[src/design/ddr4_test_pkg.sv]
package ddr4_test_pkg;

  // ********************************************************************
  // App port geometry, scaled to a 128-bit user data path
  // ********************************************************************
  localparam int unsigned APP_ADDR_WIDTH = 28;
  localparam int unsigned APP_DATA_WIDTH = 128;
  localparam int unsigned APP_MASK_WIDTH = 16;

  // Controller command encoding
  localparam logic [2:0] APP_CMD_WRITE = 3'd0;
  localparam logic [2:0] APP_CMD_READ  = 3'd1;

  // Test sequencing limits
  localparam int unsigned ADDR_STEP       = 8;
  localparam int unsigned MAX_OUTSTANDING = 16;
  localparam int unsigned STALL_LIMIT     = 64;
  localparam int unsigned CNT_WIDTH       = 16;
  localparam int unsigned STALL_WIDTH     = $clog2(STALL_LIMIT);
  localparam int unsigned QPTR_WIDTH      = $clog2(MAX_OUTSTANDING);
  localparam int unsigned LANE_WIDTH      = 32;

  typedef struct packed {
    logic                      en;
    logic [2:0]                cmd;
    logic [APP_ADDR_WIDTH-1:0] addr;
  } app_cmd_t;

  typedef struct packed {
    logic                      wren;
    logic                      wend;
    logic [APP_DATA_WIDTH-1:0] data;
    logic [APP_MASK_WIDTH-1:0] mask;
  } app_wdf_t;

  typedef struct packed {
    logic                      valid;
    logic                      rend;
    logic [APP_DATA_WIDTH-1:0] data;
  } app_rd_t;

  typedef struct packed {
    logic                      done;
    logic                      mismatch_err;
    logic                      write_err;
    logic                      read_err;
    logic [CNT_WIDTH-1:0]      mismatch_cnt;
    logic [APP_ADDR_WIDTH-1:0] first_fail_addr;
  } test_status_t;

  // Reader outcome, valid on the rd_done pulse
  typedef struct packed {
    logic                      rd_done;
    logic                      mismatch_err;
    logic                      read_err;
    logic [CNT_WIDTH-1:0]      mismatch_cnt;
    logic [APP_ADDR_WIDTH-1:0] first_fail_addr;
  } check_result_t;

  // Each lane holds address plus lane index, top lane inverted
  function automatic logic [APP_DATA_WIDTH-1:0] pattern_of(
    input logic [APP_ADDR_WIDTH-1:0] addr
  );
    logic [APP_DATA_WIDTH-1:0] pat;
    logic [LANE_WIDTH-1:0]     lane;
    for (int k = 0; k < APP_DATA_WIDTH / LANE_WIDTH; k++) begin
      lane = LANE_WIDTH'(addr) + LANE_WIDTH'(k);
      if (k == APP_DATA_WIDTH / LANE_WIDTH - 1) begin
        lane = ~lane;
      end
      pat[k*LANE_WIDTH +: LANE_WIDTH] = lane;
    end
    return pat;
  endfunction

endpackage

[src/design/ddr4_wr_engine.sv]
`timescale 1ns/1ps

module ddr4_wr_engine (
  input  logic                                     c0_ddr4_clk,
  input  logic                                     rst_n_i,
  input  logic                                     run_i,
  input  logic [ddr4_test_pkg::APP_ADDR_WIDTH-1:0] base_addr_i,
  input  logic [ddr4_test_pkg::CNT_WIDTH-1:0]      word_count_i,
  input  logic                                     app_rdy_i,
  input  logic                                     app_wdf_rdy_i,
  output ddr4_test_pkg::app_cmd_t                  cmd_o,
  output ddr4_test_pkg::app_wdf_t                  wdf_o,
  output logic                                     done_o,
  output logic                                     write_err_o
);
  import ddr4_test_pkg::*;

  logic                      busy_q;
  logic                      fin_q;
  logic                      done_q;
  logic                      err_q;
  logic [APP_ADDR_WIDTH-1:0] addr_q;
  logic [CNT_WIDTH-1:0]      cnt_q;
  logic [STALL_WIDTH-1:0]    stall_q;
  logic                      start;
  logic                      issue;
  logic                      accept;

  // fin_q holds off a restart until the controller drops run
  assign start  = run_i && !busy_q && !fin_q;
  assign issue  = busy_q && (cnt_q != word_count_i);
  // Command and data must be taken in the same cycle
  assign accept = issue && app_rdy_i && app_wdf_rdy_i;

  always_ff @(posedge c0_ddr4_clk) begin
    if (!rst_n_i) begin
      busy_q  <= 1'b0;
      fin_q   <= 1'b0;
      done_q  <= 1'b0;
      err_q   <= 1'b0;
      cnt_q   <= '0;
      stall_q <= '0;
    end else begin
      done_q <= 1'b0;
      if (!run_i) begin
        busy_q <= 1'b0;
        fin_q  <= 1'b0;
      end else if (start) begin
        busy_q  <= 1'b1;
        cnt_q   <= '0;
        stall_q <= '0;
        err_q   <= 1'b0;
      end else if (busy_q) begin
        if (!issue) begin
          busy_q <= 1'b0;
          fin_q  <= 1'b1;
          done_q <= 1'b1;
        end else if (accept) begin
          cnt_q   <= cnt_q + 1'b1;
          stall_q <= '0;
        end else if (stall_q == STALL_WIDTH'(STALL_LIMIT - 1)) begin
          busy_q <= 1'b0;
          fin_q  <= 1'b1;
          done_q <= 1'b1;
          err_q  <= 1'b1;
        end else begin
          stall_q <= stall_q + 1'b1;
        end
      end
    end
  end

  always_ff @(posedge c0_ddr4_clk) begin
    if (start) begin
      addr_q <= base_addr_i;
    end else if (accept) begin
      addr_q <= addr_q + APP_ADDR_WIDTH'(ADDR_STEP);
    end
  end

  always_comb begin
    cmd_o.en    = issue;
    cmd_o.cmd   = APP_CMD_WRITE;
    cmd_o.addr  = addr_q;
    // Single-beat words, all bytes enabled
    wdf_o.wren  = issue;
    wdf_o.wend  = issue;
    wdf_o.data  = pattern_of(addr_q);
    wdf_o.mask  = '0;
  end

  assign done_o      = done_q;
  assign write_err_o = err_q;

  // A stalled word is held, with its command, until taken or timed out
  assert property (@(posedge c0_ddr4_clk) disable iff (!rst_n_i)
    wdf_o.wren && !(app_rdy_i && app_wdf_rdy_i)
      |=> (wdf_o.wren && cmd_o.en && $stable(cmd_o.addr)) || write_err_o);

endmodule

[src/design/ddr4_rd_checker.sv]
`timescale 1ns/1ps

module ddr4_rd_checker (
  input  logic                                     c0_ddr4_clk,
  input  logic                                     rst_n_i,
  input  logic                                     run_i,
  input  logic [ddr4_test_pkg::APP_ADDR_WIDTH-1:0] base_addr_i,
  input  logic [ddr4_test_pkg::CNT_WIDTH-1:0]      word_count_i,
  input  logic                                     app_rdy_i,
  input  ddr4_test_pkg::app_rd_t                   app_rd_i,
  output ddr4_test_pkg::app_cmd_t                  cmd_o,
  output ddr4_test_pkg::check_result_t             result_o
);
  import ddr4_test_pkg::*;

  logic                      busy_q;
  logic                      fin_q;
  logic                      done_q;
  logic                      stray_q;
  logic                      read_err_q;
  logic                      mismatch_err_q;
  logic [CNT_WIDTH-1:0]      mismatch_cnt_q;
  logic [APP_ADDR_WIDTH-1:0] first_fail_q;
  logic [APP_ADDR_WIDTH-1:0] addr_q;
  logic [CNT_WIDTH-1:0]      issued_q;
  logic [STALL_WIDTH-1:0]    stall_q;

  // In-order queue of issued read addresses
  logic [APP_ADDR_WIDTH-1:0] queue_q [MAX_OUTSTANDING];
  logic [QPTR_WIDTH-1:0]     wr_ptr_q;
  logic [QPTR_WIDTH-1:0]     rd_ptr_q;
  logic [QPTR_WIDTH:0]       q_cnt_q;

  logic                      start;
  logic                      cmd_en;
  logic                      push;
  logic                      pop;
  logic                      stray;
  logic                      miss;
  logic                      waiting;
  logic                      stall_hit;
  logic [APP_ADDR_WIDTH-1:0] head_addr;

  assign start     = run_i && !busy_q && !fin_q;
  assign cmd_en    = busy_q && (issued_q != word_count_i) &&
                     (q_cnt_q != (QPTR_WIDTH + 1)'(MAX_OUTSTANDING));
  assign push      = cmd_en && app_rdy_i;
  assign pop       = busy_q && app_rd_i.valid && (q_cnt_q != '0);
  // Any return with no read waiting for it
  assign stray     = app_rd_i.valid && !pop;
  assign head_addr = queue_q[rd_ptr_q];
  assign miss      = pop && (app_rd_i.data != pattern_of(head_addr));
  assign waiting   = (q_cnt_q != '0) || cmd_en;
  assign stall_hit = busy_q && waiting && !push && !app_rd_i.valid &&
                     (stall_q == STALL_WIDTH'(STALL_LIMIT - 1));

  always_ff @(posedge c0_ddr4_clk) begin
    if (!rst_n_i) begin
      busy_q         <= 1'b0;
      fin_q          <= 1'b0;
      done_q         <= 1'b0;
      stray_q        <= 1'b0;
      read_err_q     <= 1'b0;
      mismatch_err_q <= 1'b0;
      mismatch_cnt_q <= '0;
      issued_q       <= '0;
      stall_q        <= '0;
      wr_ptr_q       <= '0;
      rd_ptr_q       <= '0;
      q_cnt_q        <= '0;
    end else begin
      done_q <= 1'b0;
      // Strays outside the read phase are charged to the next pass
      if (stray && !busy_q) begin
        stray_q <= 1'b1;
      end
      if (!run_i) begin
        busy_q <= 1'b0;
        fin_q  <= 1'b0;
      end else if (start) begin
        busy_q         <= 1'b1;
        stray_q        <= 1'b0;
        read_err_q     <= stray_q || stray;
        mismatch_err_q <= 1'b0;
        mismatch_cnt_q <= '0;
        issued_q       <= '0;
        stall_q        <= '0;
        wr_ptr_q       <= '0;
        rd_ptr_q       <= '0;
        q_cnt_q        <= '0;
      end else if (busy_q) begin
        if (push) begin
          wr_ptr_q <= wr_ptr_q + 1'b1;
          issued_q <= issued_q + 1'b1;
        end
        if (pop) begin
          rd_ptr_q <= rd_ptr_q + 1'b1;
        end
        case ({push, pop})
          2'b10:   q_cnt_q <= q_cnt_q + 1'b1;
          2'b01:   q_cnt_q <= q_cnt_q - 1'b1;
          default: q_cnt_q <= q_cnt_q;
        endcase
        if (miss) begin
          mismatch_err_q <= 1'b1;
          mismatch_cnt_q <= mismatch_cnt_q + 1'b1;
        end
        if (push || app_rd_i.valid || !waiting) begin
          stall_q <= '0;
        end else begin
          stall_q <= stall_q + 1'b1;
        end
        if (read_err_q || stray || stall_hit) begin
          read_err_q <= 1'b1;
          busy_q     <= 1'b0;
          fin_q      <= 1'b1;
          done_q     <= 1'b1;
        end else if (issued_q == word_count_i && q_cnt_q == '0) begin
          busy_q <= 1'b0;
          fin_q  <= 1'b1;
          done_q <= 1'b1;
        end
      end
    end
  end

  always_ff @(posedge c0_ddr4_clk) begin
    if (push) begin
      queue_q[wr_ptr_q] <= addr_q;
    end
    if (start) begin
      addr_q <= base_addr_i;
    end else if (push) begin
      addr_q <= addr_q + APP_ADDR_WIDTH'(ADDR_STEP);
    end
    if (start) begin
      first_fail_q <= '0;
    end else if (miss && !mismatch_err_q) begin
      first_fail_q <= head_addr;
    end
  end

  always_comb begin
    cmd_o.en                 = cmd_en;
    cmd_o.cmd                = APP_CMD_READ;
    cmd_o.addr               = addr_q;
    result_o.rd_done         = done_q;
    result_o.mismatch_err    = mismatch_err_q;
    result_o.read_err        = read_err_q;
    result_o.mismatch_cnt    = mismatch_cnt_q;
    result_o.first_fail_addr = first_fail_q;
  end

  // Queue count stays within depth and agrees with the pointers
  assert property (@(posedge c0_ddr4_clk) disable iff (!rst_n_i)
    (q_cnt_q <= (QPTR_WIDTH + 1)'(MAX_OUTSTANDING)) &&
    (QPTR_WIDTH'(wr_ptr_q - rd_ptr_q) == q_cnt_q[QPTR_WIDTH-1:0]));

  // The controller returns one-beat words
  assert property (@(posedge c0_ddr4_clk) disable iff (!rst_n_i)
    app_rd_i.valid |-> app_rd_i.rend);

endmodule

[src/design/ddr4_test_ctrl.sv]
`timescale 1ns/1ps

module ddr4_test_ctrl (
  input  logic                                     c0_ddr4_clk,
  input  logic                                     rst_n_i,
  input  logic                                     init_calib_complete_i,
  input  logic                                     start_i,
  input  logic [ddr4_test_pkg::APP_ADDR_WIDTH-1:0] base_addr_i,
  input  logic [ddr4_test_pkg::CNT_WIDTH-1:0]      word_count_i,
  input  ddr4_test_pkg::app_cmd_t                  wr_cmd_i,
  input  logic                                     wr_done_i,
  input  logic                                     write_err_i,
  input  ddr4_test_pkg::app_cmd_t                  rd_cmd_i,
  input  ddr4_test_pkg::check_result_t             rd_result_i,
  output logic                                     wr_run_o,
  output logic                                     rd_run_o,
  output logic [ddr4_test_pkg::APP_ADDR_WIDTH-1:0] run_base_addr_o,
  output logic [ddr4_test_pkg::CNT_WIDTH-1:0]      run_word_count_o,
  output ddr4_test_pkg::app_cmd_t                  app_cmd_o,
  output ddr4_test_pkg::test_status_t              status_o,
  output logic                                     compare_error_o
);
  import ddr4_test_pkg::*;

  typedef enum logic [1:0] {
    IDLE,
    WRITE,
    READ,
    DONE
  } state_t;

  state_t                    state_q;
  test_status_t              status_q;
  logic [APP_ADDR_WIDTH-1:0] base_q;
  logic [CNT_WIDTH-1:0]      count_q;
  logic                      start_ok;

  // Only a calibrated, idle engine takes a start
  assign start_ok = start_i && init_calib_complete_i && (state_q == IDLE);

  // ********************************************************************
  // Phase sequencing
  // ********************************************************************
  always_ff @(posedge c0_ddr4_clk) begin
    if (!rst_n_i) begin
      state_q  <= IDLE;
      status_q <= '0;
    end else begin
      case (state_q)
        IDLE: begin
          if (start_ok) begin
            status_q <= '0;
            state_q  <= WRITE;
          end
        end
        WRITE: begin
          if (wr_done_i) begin
            status_q.write_err <= write_err_i;
            // No point reading back a region that was not written
            state_q <= write_err_i ? DONE : READ;
          end
        end
        READ: begin
          if (rd_result_i.rd_done) begin
            status_q.mismatch_err    <= rd_result_i.mismatch_err;
            status_q.read_err        <= rd_result_i.read_err;
            status_q.mismatch_cnt    <= rd_result_i.mismatch_cnt;
            status_q.first_fail_addr <= rd_result_i.first_fail_addr;
            state_q                  <= DONE;
          end
        end
        DONE: begin
          status_q.done <= 1'b1;
          state_q       <= IDLE;
        end
        default: begin
          state_q <= IDLE;
        end
      endcase
    end
  end

  // Test region is fixed for the whole pass
  always_ff @(posedge c0_ddr4_clk) begin
    if (start_ok) begin
      base_q  <= base_addr_i;
      count_q <= word_count_i;
    end
  end

  assign wr_run_o         = (state_q == WRITE);
  assign rd_run_o         = (state_q == READ);
  assign run_base_addr_o  = base_q;
  assign run_word_count_o = count_q;

  // App command port owner follows the phase
  always_comb begin
    case (state_q)
      WRITE:   app_cmd_o = wr_cmd_i;
      READ:    app_cmd_o = rd_cmd_i;
      default: app_cmd_o = '0;
    endcase
  end

  assign status_o        = status_q;
  assign compare_error_o = status_q.mismatch_err | status_q.write_err | status_q.read_err;

  // The two engines never request the command port together
  assert property (@(posedge c0_ddr4_clk) disable iff (!rst_n_i)
    !(wr_cmd_i.en && rd_cmd_i.en));

  // Each engine reports completion only inside its own phase
  assert property (@(posedge c0_ddr4_clk) disable iff (!rst_n_i)
    (!wr_done_i || wr_run_o) && (!rd_result_i.rd_done || rd_run_o));

endmodule

[src/design/ddr4_app_tester.sv]
`timescale 1ns/1ps

module ddr4_app_tester (
  input  logic                                     c0_ddr4_clk,
  input  logic                                     rst_n_i,
  input  logic                                     init_calib_complete_i,
  input  logic                                     start_i,
  input  logic [ddr4_test_pkg::APP_ADDR_WIDTH-1:0] base_addr_i,
  input  logic [ddr4_test_pkg::CNT_WIDTH-1:0]      word_count_i,
  input  logic                                     app_rdy_i,
  input  logic                                     app_wdf_rdy_i,
  input  ddr4_test_pkg::app_rd_t                   app_rd_i,
  output ddr4_test_pkg::app_cmd_t                  app_cmd_o,
  output ddr4_test_pkg::app_wdf_t                  app_wdf_o,
  output logic                                     compare_error_o,
  output ddr4_test_pkg::test_status_t              status_o
);
  import ddr4_test_pkg::*;

  app_cmd_t                  wr_cmd;
  app_cmd_t                  rd_cmd;
  check_result_t             rd_result;
  logic                      wr_done;
  logic                      write_err;
  logic                      wr_run;
  logic                      rd_run;
  logic [APP_ADDR_WIDTH-1:0] run_base_addr;
  logic [CNT_WIDTH-1:0]      run_word_count;

  ddr4_test_ctrl ddr4_test_ctrl_inst (
    .c0_ddr4_clk           (c0_ddr4_clk),
    .rst_n_i               (rst_n_i),
    .init_calib_complete_i (init_calib_complete_i),
    .start_i               (start_i),
    .base_addr_i           (base_addr_i),
    .word_count_i          (word_count_i),
    .wr_cmd_i              (wr_cmd),
    .wr_done_i             (wr_done),
    .write_err_i           (write_err),
    .rd_cmd_i              (rd_cmd),
    .rd_result_i           (rd_result),
    .wr_run_o              (wr_run),
    .rd_run_o              (rd_run),
    .run_base_addr_o       (run_base_addr),
    .run_word_count_o      (run_word_count),
    .app_cmd_o             (app_cmd_o),
    .status_o              (status_o),
    .compare_error_o       (compare_error_o)
  );

  // Write data goes to the controller directly
  ddr4_wr_engine ddr4_wr_engine_inst (
    .c0_ddr4_clk   (c0_ddr4_clk),
    .rst_n_i       (rst_n_i),
    .run_i         (wr_run),
    .base_addr_i   (run_base_addr),
    .word_count_i  (run_word_count),
    .app_rdy_i     (app_rdy_i),
    .app_wdf_rdy_i (app_wdf_rdy_i),
    .cmd_o         (wr_cmd),
    .wdf_o         (app_wdf_o),
    .done_o        (wr_done),
    .write_err_o   (write_err)
  );

  ddr4_rd_checker ddr4_rd_checker_inst (
    .c0_ddr4_clk  (c0_ddr4_clk),
    .rst_n_i      (rst_n_i),
    .run_i        (rd_run),
    .base_addr_i  (run_base_addr),
    .word_count_i (run_word_count),
    .app_rdy_i    (app_rdy_i),
    .app_rd_i     (app_rd_i),
    .cmd_o        (rd_cmd),
    .result_o     (rd_result)
  );

endmodule

[config.mk]
export PLATFORM = sky130hd
export DESIGN_NAME = ddr4_app_tester
export DESIGN_NICKNAME = d
export VERILOG_FILES = /design/src/design/ddr4_test_pkg.sv /design/src/design/ddr4_wr_engine.sv /design/src/design/ddr4_rd_checker.sv /design/src/design/ddr4_test_ctrl.sv /design/src/design/ddr4_app_tester.sv
export SDC_FILE = /design/constraint.sdc
export NUM_CORES = 1
export LEC_CHECK = 0
export BUFFER_PORTS_ARGS = -buffer_cell sky130_fd_sc_hd__buf_2
export CORE_AREA = 2 2 338 340
export CTS_BUF_LIST = sky130_fd_sc_hd__clkbuf_16
export CTS_CLUSTER_DIAMETER = 30
export DETAILED_ROUTE_END_ITERATION = 10
export DIE_AREA = 0 0 340 342
export MAX_ROUTING_LAYER = met4
export SLEW_MARGIN = 40
export SYNTH_ARGS = -nofsm -noshare
export SYNTH_HDL_FRONTEND = slang
export SYNTH_SLANG_ARGS = --single-unit
[constraint.sdc]
create_clock -name c0_ddr4_clk -period 6.4 [get_ports c0_ddr4_clk]
set_input_delay 1.28 -clock c0_ddr4_clk [delete_from_list [all_inputs] [get_ports c0_ddr4_clk]]
set_output_delay 1.28 -clock c0_ddr4_clk [all_outputs]
set_load 0.02 [all_outputs]
==> results by group <==
Outcome
  • Status: complete, no violations

Logic synthesis
  • Synth area leader: edfxtp_1
  • Yosys reg bits: 713
  • EDFF count, synth: 548
  • Ys async rst share: 0
  • Mapped Cells: 2842
  • Sequential share of the synthesized area: 0.570
  • Synth area leaders: edfxtp_1 47%, dfxtp_1 9.5%, mux4_2 6.3%
  • Mean Syn Cell Area: 12.2 µm²
  • Synth Cell Area: 34700 µm²
  • Top-area cell type share of the netlist area: 0.475
  • Top_reg_cell synth: edfxtp_1
  • Ys Warns: 0
  • Netlist cell types: 88

Clocking
  • Worst skew pair latency: 0.68 ns
  • Clk root buf: clkbuf_16
  • CTS tree: built
  • Cts hold-fix bufs: 0
  • Max Root-Sink Buffers: 3
  • Reg clk slew, reported paths: 0.05 ns
  • CTS buffer count: 113
  • CTS Sinks: 713
  • H-tree level count: 3

Drt
  • Post-DR wirelength/cell: 23.2 µm
  • Drt total wl: 114000 µm
  • Vias per cell: 5.11
  • Initial DRC Count: 2297
  • Total number of vias: 25184
  • Post-route ant nets: 0
  • Pre-antenna DRT Iters: 5
  • Residual DRC: 0

Worst setup path
  • Required @ worst endpoint: 6.95 ns
  • CP Max Fanout: 21
  • Critical path type: register to register
  • R2R setup slack: 0.26 ns
  • Startpoint Class: register
  • Critical path data arrival time: 6.69 ns
  • Crit end category: register

STA
  • Final setup violation count: 0
  • Fmax: 163 MHz
  • Final hold vios: 0
  • Worst-margin pin slew: 0.895 ns
  • Crit share post-route: 0.960
  • RSZ-0062 raised after global routing: false
  • Clock skew: 0.0353 ns
  • Setup TNS: 0 ns
  • Max_slew headroom: 0.391
  • Max Transition Viols Final: 0
  • Crit path time final: 6.14 ns

Global routing
  • Initial antenna violation count: 8
  • Largest net degree at the start of global routing: 58
  • Remaining global-route overflow: 0
  • Global-route wire length before repair: 165000 µm
  • Vias in the first global route: 24509
  • Total Routing Usage GR: 0.196

Power and ir drop
  • Worst vdd ir: 392 µV
  • Pwr per Cell Area: 346 nW/µm²
  • Static leakage: 14.9 nW

Floorplanning
  • Die X: 340 µm
  • Num ports: 407
  • Core area: 113000 µm²
  • Initial Util: 0.306
  • Die Ht: 342 µm
  • Row count: 124
  • DIE AREA: 116000 µm²

Place
  • Detailed Place HPWL: 80900 µm
  • Gpl congestion: 0.995
  • PortBufs: 374

Finish
  • Layout Nets: 3515
  • Layout cells sized above 1: 0.260
  • Area growth, synth to finish: 23.3%
  • Final core occ: 0.378

Job
  • Max Cap Violations: 0

Worst hold path
  • Worst Hold Class: register to register
cells by family (layout without fill, tap and decap cells):
family	count (synthesis)	count (layout)	share of synthesized area
and+or+nand+nor	978	978	0.139
DFF	713	713	0.570
AOI/OAI and AO/OA	403	403	0.0784
xor gates and xnor gates	306	306	0.0777
buffers and inverters	231	767	0.0363
muxes	180	180	0.0880
adders and majority gates	29	29	0.0107
other	2	36	0.000217
critical path, cell delays in order (launching register included):
cell       delay [ns]
dfxtp_4          0.53
buf_4            0.47
mux4_2           0.57
nand2_1          0.11
and4_1           0.57
o22ai_1          0.16
a2111oi_1        0.48
nand4_1          0.23
or4b_1           0.59
or4_1            0.48
or4_4            0.51
nor4_4           0.29
buf_4            0.22
a2111oi_4        0.12
buf_4            0.23
buf_4            0.14
buf_4            0.12
a22o_1           0.16
cell usage in the layout, fill, tap and decap left out, drive strengths merged, types with 10 or more instances in the layout:
cell type,count
or4,13
a22o,12
xor2,144
mux2,21
inv,75
nor4,29
clkinvlp,19
nand4,44
and4,15
and3,46
or3,26
a221oi,10
ha,28
edfxtp,548
dfxtp,165
and2,21
clkbuf,115
nand2,285
nor2b,61
a22oi,92
nor3,62
nor2,225
buf,507
clkinv,33
mux2i,62
mux4,97
xnor2,161
o2111ai,12
nand2b,22
bufinv,18
o21ai,119
nand3,93
conb,31
a21oi,56
per-stage QoR:
| step | cell area (µm²) | setup WS (ns) | power (mW) | hold WS (ns) | std cells |
|---|---|---|---|---|---|
| finish | 42700 | 0.259 | 14.8 | 0.463 | 4924 |
| global route | 42700 | 0.0241 | 15.3 | 0.477 | 4923 |
| CTS | 42600 | 0.202 | 14.9 | 0.459 | 4912 |
| detailed placement | 38600 | 0.298 | 8.49 | 0.451 | 4696 |
| global placement | 38500 | 0.324 | 8.46 | 0.443 | 4695 |
| floorplan | 34800 | 0.487 | 7.43 | 0.435 | 2871 |
synth_stat cells, types with 6 or more instances:
master,instances
a21boi_0,8
a2111oi_0,7
o211ai_1,9
a21o_1,9
buf_2,8
a22o_1,12
o21ai_0,117
xor2_1,144
nand2_1,283
mux2_2,21
o31ai_1,8
mux2i_1,60
ha_1,28
nor3b_1,6
o22ai_1,6
or4_1,12
xnor2_1,161
buf_4,45
o2111ai_1,12
buf_6,12
and4_1,15
and3_1,46
edfxtp_1,548
nand4_1,44
nand3b_1,8
nor2b_1,61
nor3_1,60
or3_1,26
clkbuf_1,99
a221o_1,7
nand3_1,93
a211oi_1,8
a221oi_1,10
nor2_1,224
nor4_1,28
a21oi_1,56
or2_2,9
mux4_2,97
and2_1,21
a22oi_1,92
dfxtp_1,165
nand2b_1,21
buf_1,14
inv_1,39
path summary, 6_finish.rpt:
path                                                             from                                       to  cells after the start
worst min register to register  ddr4_rd_checker_inst.first_fail_q[13]    ddr4_rd_checker_inst.first_fail_q[13]                      2
worst min-delay path            ddr4_rd_checker_inst.first_fail_q[13]    ddr4_rd_checker_inst.first_fail_q[13]                      2
worst max-delay path                                         register  ddr4_rd_checker_inst.mismatch_cnt_q[10]                     17
worst max register to register                               register  ddr4_rd_checker_inst.mismatch_cnt_q[10]                     17
where the power goes:
group	internal, mW	switching [mW]	total (mW)
Clock	4.05	2.29	6.34
Sequential	5.42	0.513	5.93
Combinational	0.817	1.67	2.49
Total	10.3	4.48	14.8
flip-flops by register name, indices dropped and copies added, names as in the netlist, 2 cells and up, named ones only:
signal / cells
ddr4_rd_checker_inst.addr_q: 28
ddr4_rd_checker_inst.first_fail_q: 28
ddr4_rd_checker_inst.issued_q: 16
ddr4_rd_checker_inst.mismatch_cnt_q: 16
ddr4_rd_checker_inst.q_cnt_q: 5
ddr4_rd_checker_inst.queue_q: 448
ddr4_rd_checker_inst.rd_ptr_q: 4
ddr4_rd_checker_inst.stall_q: 6
ddr4_rd_checker_inst.wr_ptr_q: 4
ddr4_test_ctrl_inst.run_base_addr_o: 28
ddr4_test_ctrl_inst.run_word_count_o: 16
ddr4_test_ctrl_inst.state_q: 2
ddr4_test_ctrl_inst.status_o: 48
ddr4_wr_engine_inst.addr_q: 28
ddr4_wr_engine_inst.cnt_q: 16
ddr4_wr_engine_inst.stall_q: 6
layer usage:
metal	vias up	GRT usage	wire length (µm)
li1	11485	-	-
met5	-	-	0
met4	0	0.0642	3330
met1	12597	0.255	49000
met3	181	0.0289	7020
met2	921	0.315	54700
timing repair:
item,CTS,global route
setup endpoints to repair,0,40
setup buffers,0,2
resized for setup,0,3
cell type report:
| type | count | area, µm² |
|---|---|---|
| antenna | 5 | 12.5 |
| clock buffer | 115 | 2880 |
| clock inverter | 101 | 1160 |
| fill | 10874 | 70400 |
| inverter | 44 | 168 |
| multi-input combinational | 1927 | 13900 |
| sequential | 713 | 19800 |
| tap | 1512 | 1890 |
| timing repair buffer | 507 | 2960 |
(Power assumes the default switching activity.)
